**src/design/mdio_pkg.sv**
```systemverilog
/*
 * MDIO master shared definitions
 * Management clock timing, frame layout, register map and FSM types
 */
package mdio_pkg;

    // Management clock timing in system clock cycles
    localparam int phase_cycles = 25;
    localparam int phase_count_bits = $clog2(phase_cycles);

    // Frame layout
    localparam int preamble_bits = 32;
    localparam int frame_bits = 64;
    localparam int turnaround_bit = 46;

    typedef logic [5:0] bit_index_t;

    // Opcode field held in command word bits 29 to 28
    typedef enum logic [1:0] {
        opcode_write = 2'b01,
        opcode_read  = 2'b10
    } mdio_opcode_t;

    typedef enum logic [2:0] {
        state_idle,
        state_clock_high,
        state_clock_low,
        state_finish,
        state_done
    } frame_state_t;

    // Register byte offsets
    localparam logic [11:0] reg_int_enable = 12'h008;
    localparam logic [11:0] reg_int_status = 12'h00c;
    localparam logic [11:0] reg_control = 12'h020;
    localparam logic [11:0] reg_mdio_command = 12'h024;
    localparam logic [11:0] reg_mdio_read = 12'h028;

    // Interrupt status bit positions
    localparam int int_mdio_done_bit = 18;
    localparam int int_phy_bit = 19;

    localparam int control_phy_reset_bit = 2;

endpackage

```
**src/design/mdio_phase_timer.sv**
```systemverilog
`timescale 1ns/1ps

/*
 * Management clock phase timer
 * Pulses phase_end once per phase while the frame FSM keeps run high
 */
module mdio_phase_timer (
    input  logic clock,
    input  logic reset,
    input  logic run,
    output logic phase_end
);
    import mdio_pkg::*;

    localparam logic [phase_count_bits-1:0] reload_value = phase_count_bits'(phase_cycles - 1);

    logic [phase_count_bits-1:0] count;

    // Count sits at the reload value whenever the FSM is not running,
    // so the first phase of a frame is always a full one
    always_ff @(posedge clock) begin
        if (reset || !run) begin
            count <= reload_value;
        end else if (count == '0) begin
            count <= reload_value;
        end else begin
            count <= count - 1'b1;
        end
    end

    assign phase_end = run && (count == '0);

endmodule

```
**src/design/mdio_frame_fsm.sv**
```systemverilog
`timescale 1ns/1ps

/*
 * MDIO frame sequencer
 * Walks the 64 frame bits, toggles the management clock on each phase end
 * and tells the datapath when to present and when to capture a bit
 */
module mdio_frame_fsm (
    input  logic                 clock,
    input  logic                 reset,
    input  logic                 start,
    input  logic                 phase_end,
    output logic                 run,
    output logic                 load,
    output logic                 drive_bit,
    output logic                 sample_bit,
    output logic                 done,
    output logic                 mdio_clock,
    output mdio_pkg::bit_index_t bit_index
);
    import mdio_pkg::*;

    frame_state_t state;
    bit_index_t   bit_count;
    logic         frame_last;

    assign run = (state == state_clock_high) || (state == state_clock_low) ||
                 (state == state_finish);
    assign done = (state == state_done);
    assign load = (state == state_idle) && start;

    // Falling edge presents the next bit, rising edge samples it
    assign drive_bit = (state == state_clock_high) && phase_end;
    assign sample_bit = (state == state_clock_low) && phase_end;

    // While low the counter is already one past the bit on the line
    assign bit_index = (state == state_clock_low) ? bit_index_t'(bit_count - 1'b1) : bit_count;

    always_ff @(posedge clock) begin
        if (reset) begin
            state <= state_idle;
            bit_count <= '0;
            frame_last <= 1'b0;
            mdio_clock <= 1'b0;
        end else begin
            case (state)
                state_idle: begin
                    // Start phase is a high phase with the line still released
                    if (start) begin
                        state <= state_clock_high;
                        bit_count <= '0;
                        frame_last <= 1'b0;
                        mdio_clock <= 1'b1;
                    end
                end
                state_clock_high: begin
                    if (phase_end) begin
                        mdio_clock <= 1'b0;
                        if (frame_last) begin
                            // Counter has wrapped to 0 so the datapath drives an idle one
                            state <= state_finish;
                        end else begin
                            state <= state_clock_low;
                            bit_count <= bit_count + 1'b1;
                            frame_last <= (bit_count == bit_index_t'(frame_bits - 1));
                        end
                    end
                end
                state_clock_low: begin
                    if (phase_end) begin
                        state <= state_clock_high;
                        mdio_clock <= 1'b1;
                    end
                end
                state_finish: begin
                    if (phase_end) begin
                        state <= state_done;
                    end
                end
                state_done: begin
                    // Hold done until the register block drops start
                    if (!start) begin
                        state <= state_idle;
                    end
                end
                default: begin
                    state <= state_idle;
                    mdio_clock <= 1'b0;
                end
            endcase
        end
    end

endmodule

```
**src/design/mdio_shift_datapath.sv**
```systemverilog
`timescale 1ns/1ps

/*
 * MDIO shift datapath
 * Drives preamble and command bits onto the data line, handles the read
 * turnaround and collects the bits returned by the PHY
 */
module mdio_shift_datapath (
    input  logic                 clock,
    input  logic                 reset,
    input  logic                 load,
    input  logic                 drive_bit,
    input  logic                 sample_bit,
    input  logic                 mdio_data_in,
    input  mdio_pkg::bit_index_t bit_index,
    input  logic [31:0]          command,
    output logic                 mdio_data_out,
    output logic                 mdio_data_enable,
    output logic [31:0]          read_data
);
    import mdio_pkg::*;

    logic [31:0]  frame_word;
    mdio_opcode_t opcode;
    logic [4:0]   word_position;

    // Frame positions 32..63 map to word bits 31..0
    assign word_position = 5'd31 - bit_index[4:0];

    always_ff @(posedge clock) begin
        if (load) begin
            frame_word <= command;
            opcode <= mdio_opcode_t'(command[29:28]);
        end
    end

    always_ff @(posedge clock) begin
        if (reset || load) begin
            mdio_data_out <= 1'b1;
            mdio_data_enable <= 1'b0;
        end else if (drive_bit) begin
            if (bit_index < preamble_bits) begin
                mdio_data_out <= 1'b1;
                mdio_data_enable <= 1'b1;
            end else begin
                mdio_data_out <= frame_word[word_position];
                // PHY owns the line from the turnaround on
                mdio_data_enable <= !(opcode == opcode_read && bit_index >= turnaround_bit);
            end
        end
    end

    always_ff @(posedge clock) begin
        if (reset) begin
            read_data <= '0;
        end else if (sample_bit && bit_index >= preamble_bits) begin
            read_data[word_position] <= mdio_data_in;
        end
    end

endmodule

```
**src/design/mdio_registers.sv**
```systemverilog
`timescale 1ns/1ps

/*
 * MDIO register block
 * Write and read strobes, interrupt enable and status, PHY reset control
 * and the start/done handshake with the frame FSM
 */
module mdio_registers (
    input  logic        clock,
    input  logic        reset,
    input  logic        reg_write,
    input  logic        reg_read,
    input  logic        done,
    input  logic        phy_interrupt_sync,
    input  logic [11:0] reg_address,
    input  logic [31:0] reg_write_data,
    input  logic [31:0] read_data,
    output logic [31:0] reg_read_data,
    output logic [31:0] command,
    output logic        reg_read_valid,
    output logic        start,
    output logic        phy_reset_n,
    output logic        interrupt
);
    import mdio_pkg::*;

    logic [31:0] int_enable;
    logic [31:0] int_status;
    logic [31:0] read_mux;
    logic        phy_reset_release;

    always_comb begin
        int_status = '0;
        // Master is idle once the handshake has fully completed
        int_status[int_mdio_done_bit] = !(start || done);
        int_status[int_phy_bit] = phy_interrupt_sync;
    end

    assign interrupt = |(int_enable & int_status);
    assign phy_reset_n = phy_reset_release;

    always_comb begin
        read_mux = '0;
        case (reg_address)
            reg_int_enable: read_mux = int_enable;
            reg_int_status: read_mux = int_status;
            reg_control: read_mux[control_phy_reset_bit] = phy_reset_release;
            reg_mdio_command: read_mux = command;
            reg_mdio_read: read_mux = read_data;
            default: read_mux = '0;
        endcase
    end

    always_ff @(posedge clock) begin
        if (reg_read) begin
            reg_read_data <= read_mux;
        end
    end

    always_ff @(posedge clock) begin
        if (reset) begin
            int_enable <= '0;
            phy_reset_release <= 1'b0;
            command <= '0;
            start <= 1'b0;
            reg_read_valid <= 1'b0;
        end else begin
            reg_read_valid <= reg_read;
            if (start && done) begin
                start <= 1'b0;
            end
            // A command write wins over the handshake clear
            if (reg_write) begin
                case (reg_address)
                    reg_int_enable: int_enable <= reg_write_data;
                    reg_control: phy_reset_release <= reg_write_data[control_phy_reset_bit];
                    reg_mdio_command: begin
                        command <= reg_write_data;
                        start <= 1'b1;
                    end
                    default: ;
                endcase
            end
        end
    end

endmodule

```
**src/design/mdio_master.sv**
```systemverilog
`timescale 1ns/1ps

/*
 * MDIO management master
 * Register-mapped PHY management interface with interrupt support
 */
module mdio_master (
    input  logic        clock,
    input  logic        reset,
    input  logic        reg_write,
    input  logic [11:0] reg_address,
    input  logic [31:0] reg_write_data,
    input  logic        reg_read,
    output logic [31:0] reg_read_data,
    output logic        reg_read_valid,
    output logic        mdio_clock,
    output logic        mdio_data_out,
    output logic        mdio_data_enable,
    input  logic        mdio_data_in,
    input  logic        phy_interrupt,
    output logic        phy_reset_n,
    output logic        interrupt
);
    import mdio_pkg::*;

    logic        start;
    logic        done;
    logic        run;
    logic        phase_end;
    logic        load;
    logic        drive_bit;
    logic        sample_bit;
    bit_index_t  bit_index;
    logic [31:0] command;
    logic [31:0] read_data;
    logic [2:0]  phy_interrupt_stages;
    logic        phy_interrupt_sync;

    // PHY interrupt pin is asynchronous
    always_ff @(posedge clock) begin
        if (reset) begin
            phy_interrupt_stages <= '0;
        end else begin
            phy_interrupt_stages <= {phy_interrupt_stages[1:0], phy_interrupt};
        end
    end

    assign phy_interrupt_sync = phy_interrupt_stages[2];

    mdio_phase_timer mdio_phase_timer_inst (
        .clock     (clock),
        .reset     (reset),
        .run       (run),
        .phase_end (phase_end)
    );

    mdio_frame_fsm mdio_frame_fsm_inst (
        .clock      (clock),
        .reset      (reset),
        .start      (start),
        .phase_end  (phase_end),
        .run        (run),
        .load       (load),
        .drive_bit  (drive_bit),
        .sample_bit (sample_bit),
        .done       (done),
        .mdio_clock (mdio_clock),
        .bit_index  (bit_index)
    );

    mdio_shift_datapath mdio_shift_datapath_inst (
        .clock            (clock),
        .reset            (reset),
        .load             (load),
        .drive_bit        (drive_bit),
        .sample_bit       (sample_bit),
        .mdio_data_in     (mdio_data_in),
        .bit_index        (bit_index),
        .command          (command),
        .mdio_data_out    (mdio_data_out),
        .mdio_data_enable (mdio_data_enable),
        .read_data        (read_data)
    );

    mdio_registers mdio_registers_inst (
        .clock              (clock),
        .reset              (reset),
        .reg_write          (reg_write),
        .reg_read           (reg_read),
        .done               (done),
        .phy_interrupt_sync (phy_interrupt_sync),
        .reg_address        (reg_address),
        .reg_write_data     (reg_write_data),
        .read_data          (read_data),
        .reg_read_data      (reg_read_data),
        .command            (command),
        .reg_read_valid     (reg_read_valid),
        .start              (start),
        .phy_reset_n        (phy_reset_n),
        .interrupt          (interrupt)
    );

endmodule

```
**config.mk**
```make
export PLATFORM = sky130hd
export DESIGN_NAME = mdio_master
export DESIGN_NICKNAME = d
export VERILOG_FILES = /design/src/design/mdio_pkg.sv /design/src/design/mdio_phase_timer.sv /design/src/design/mdio_frame_fsm.sv /design/src/design/mdio_shift_datapath.sv /design/src/design/mdio_registers.sv /design/src/design/mdio_master.sv
export SDC_FILE = /design/constraint.sdc
export NUM_CORES = 1
export LEC_CHECK = 0
export ABC_AREA = 1
export BUFFER_PORTS_ARGS = -buffer_cell sky130_fd_sc_hd__buf_2
export CAP_MARGIN = 10
export CORE_MARGIN = 2
export CORE_UTILIZATION = 45
export DETAILED_ROUTE_END_ITERATION = 10
export HOLD_SLACK_MARGIN = 0.12
export PLACE_DENSITY = 0.72
export SLEW_MARGIN = 15
export SYNTH_ARGS = -nofsm -noshare
export SYNTH_HDL_FRONTEND = slang
export SYNTH_SLANG_ARGS = --single-unit
```
**constraint.sdc**
```tcl
create_clock -name clock -period 3.2 [get_ports clock]
set_input_delay 0.32 -clock clock [delete_from_list [all_inputs] [get_ports clock]]
set_output_delay 0.32 -clock clock [all_outputs]
set_load 0.02 [all_outputs]
```
==> out/results.ini <==
[global_routing]
met3_usage_pct = 4.302
track_usage_pct = 21.38
grt-busiest-layer = met2
gr-total-overflow = 0
grt_pass1_vias = 5911
use_met1_pct = 27.64
grt_pass1_wl_um = 30390
grtUsageMet2_pct = 35.10
grt_max_degree = 66
antenna_found_initial = 0

[sta]
min_period_ns = 2.557
final.setup_skew_ns = 0.007400
fin_setup_tns_ns = 0
max_freq_mhz = 391.1
rsz0062_at_grt = no
setup_viol = 0
worst_pin_slew_ns = 1.064
hold_viol_final = 0
drv_slew = 0
post-route-period-util_pct = 79.91
slew-limit-headroom_pct = 28.98

[clocking]
clock-sinks = 184
clock_latency_ns = 0.44
clock_path_buffers = 2
cts_buffers = 17
cts_max_level = 4
cts.clk_slew.worst_paths_ns = 0.07
ctsResizeCount = 0
cts_root_buf = clkbuf_16
cts_tree = built

[die]
start_util_pct = 45.61
num_rows = 48
die_area_um2 = 18420
die-height_um = 135.7
die_w_um = 135.7
io-pin-count = 88
core_area_um2 = 17120

[worst_setup_path]
r2r_end = mdio_shift_datapath_inst.read_data[25]$_SDFFE_PP0P_
arrival_ns = 2.89
reg2reg_from = mdio_frame_fsm_inst.bit_count[0]$_SDFFE_PP0P_
cp.required_ns = 3.53
endpoint_kind = register
critPathMaxFanout = 16
rr_worst_depth = 9
critPathLaunch = mdio_frame_fsm_inst.bit_count[0]$_SDFFE_PP0P_
setup.worst_path.end = mdio_shift_datapath_inst.read_data[25]$_SDFFE_PP0P_
cp-start-kind = register
rrSetupSlack_ns = 0.64
critPathKind = reg -> reg

[cells_and_area]
n_fill_cell = 1572
area_growth_pct = 14.89
drive_gt1_share_pct = 16.18
fin_cells = 1189
num-nets-final = 1005
regArea_um2 = 4324
final_design_area_no_fill_um2 = 8970
multiInputGateArea_um2 = 2922
diodes = 0

[detailed_routing]
drcViolationCount = 0
dr.pass1.iters = 5
vias = 6223
drtIter0Drc = 442
drt.antenna.violating_nets = 0
post_drt_wl_per_cell_um = 15.82
wl_um = 18810
via_per_inst = 5.234

[pwr]
power.density_nw_per_um2 = 588.1
max-vdd-ir-drop_mv = 0.3667
leakage_nw = 3.429

[logic_synthesis]
synth_seq_cells = 184
synth_area_per_cell_um2 = 8.862
syn_nets = 935
yosysWarnings = 0
seq_area_frac_synth_pct = 55.38
synthesis.area_um2 = 7807
synth_cell_types = 38
netlist_instances = 881

[run]
drv_cap = 0

[outcome]
status = completed

[place]
portBuffers = 87
gp_congestion = 0.8695
hpwl_um = 12290
dp.cells = 1156
placed_area_um2 = 8406

[min_path]
hold_class = in -> reg

-- worst min path at each step --
stage	from	end	slack (ns)	cells past startpoint
final	reg_write_data[15]	mdio_registers_inst.int_enable[15]$_SDFFE_PP0P_	0.16	3
after CTS	reg_write_data[20]	mdio_registers_inst.int_enable[20]$_SDFFE_PP0P_	0.15	3
after global placement	phy_interrupt_stages[1]$_SDFF_PP0_	phy_interrupt_stages[2]$_SDFF_PP0_	0.40	2
after global routing	reg_write_data[5]	mdio_registers_inst.int_enable[5]$_SDFFE_PP0P_	0.17	3
after floorplan	phy_interrupt_stages[0]$_SDFF_PP0_	phy_interrupt_stages[1]$_SDFF_PP0_	0.39	2
after detailed placement	phy_interrupt_stages[0]$_SDFF_PP0_	phy_interrupt_stages[1]$_SDFF_PP0_	0.40	2
-- critical path, cell delays in order (launching register included) --
cell and delay (ns):
dfxtp_1 0.41, inv_1 0.14, ha_1 0.33, o21ai_1 0.16, buf_4 0.22, inv_1 0.22, nor3_4 0.64, nand3_1 0.16
nand2_1 0.11, nor2_1 0.05
-- metal layers --
metal / routed length, um / up-vias
li1: - / 3121
met1: 8438 / 2937
met2: 9236 / 132
met3: 686 / 33
met4: 450 / 0
met5: 0 / -
-- flip-flops by register name, summed over array words and instances, names as in the netlist, 3 cells and up --
signal / count
mdio_frame_fsm_inst.bit_count: 6
mdio_frame_fsm_inst.state: 3
mdio_phase_timer_inst.count: 5
mdio_registers_inst.command: 32
mdio_registers_inst.int_enable: 32
mdio_registers_inst.reg_read_data: 32
mdio_shift_datapath_inst.frame_word: 31
mdio_shift_datapath_inst.read_data: 32
phy_interrupt_stages: 3
-- cell type report --
class | instances | area share, %
Tap cell | 225 | 3.139
Timing Repair Buffer | 96 | 5.635
Clock inverter | 15 | 1.437
Sequential cell | 184 | 48.21
Multi-Input combinational cell | 550 | 32.57
Clock buffer | 17 | 4.743
Inverter | 102 | 4.268
-- kinds of logic (layout without fill, tap and decap cells) --
| family | after synthesis | in the layout | share of synthesized area (%) |
|---|---|---|---|
| flops | 184 | 184 | 55.38 |
| xor+xnor | 9 | 9 | 1.683 |
| simple gates | 349 | 349 | 20.05 |
| fa+ha+maj | 4 | 4 | 0.6411 |
| buf+inv | 147 | 230 | 7.292 |
| compound gates | 188 | 188 | 14.95 |
-- cells in the final DEF, fill, tap and decap left out, types with 29 or more instances in the layout --
cell,n
a211oi_1,34
a21oi_1,74
buf_2,87
dfxtp_1,120
edfxtp_1,64
inv_1,97
nand2_1,163
nand3_1,64
nor2_1,91
o21ai_0,41
o221ai_1,29
-- cell usage after synthesis (all sizes together) --
library cell	number	area, um^2
a211o	1	8.760
a211oi	34	255.2
a21oi	74	370.4
a31oi	3	18.77
buf	10	55.05
clkbuf	35	131.4
dfxtp	120	2402
edfxtp	64	1922
ha	4	50.05
inv	102	382.9
nand2	167	641.9
nand3	67	360.3
nand3b	1	7.510
nand4	2	12.51
nor2	96	380.4
nor3	14	147.6
nor3b	2	15.01
o2111ai	2	17.52
o21ai	43	226.5
o221ai	29	254.0
o22ai	1	6.260
o311a	1	10.01
xnor2	2	17.52
xor2	7	113.9
-- power breakdown --
part	internal [mW]	switching [mW]
Clock	1.07	0.920
Sequential	2.46	0.0500
Combinational	0.240	0.530
-- stage by stage --
stage / total power, mW / util, % / setup slack (ns) / hold WS, ns
floorplan: 3.132 / - / 0.7638 / 0.3883
global placement: 3.316 / 49.11 / 0.7612 / 0.3951
detailed placement: 3.333 / 49.11 / 0.6643 / 0.4024
CTS: 5.302 / 52.41 / 0.6312 / 0.1541
global route: 5.499 / 52.41 / 0.4205 / 0.1719
finish: 5.275 / 52.41 / 0.6430 / 0.1639
-- repair_timing --
| item | in CTS | in global routing |
|---|---|---|
| hold buffers | 1 | 0 |
| buffers inserted | 0 | 0 |
| hold endpoints to repair | 1 | 0 |
Power figures use the tool's default switching activity.
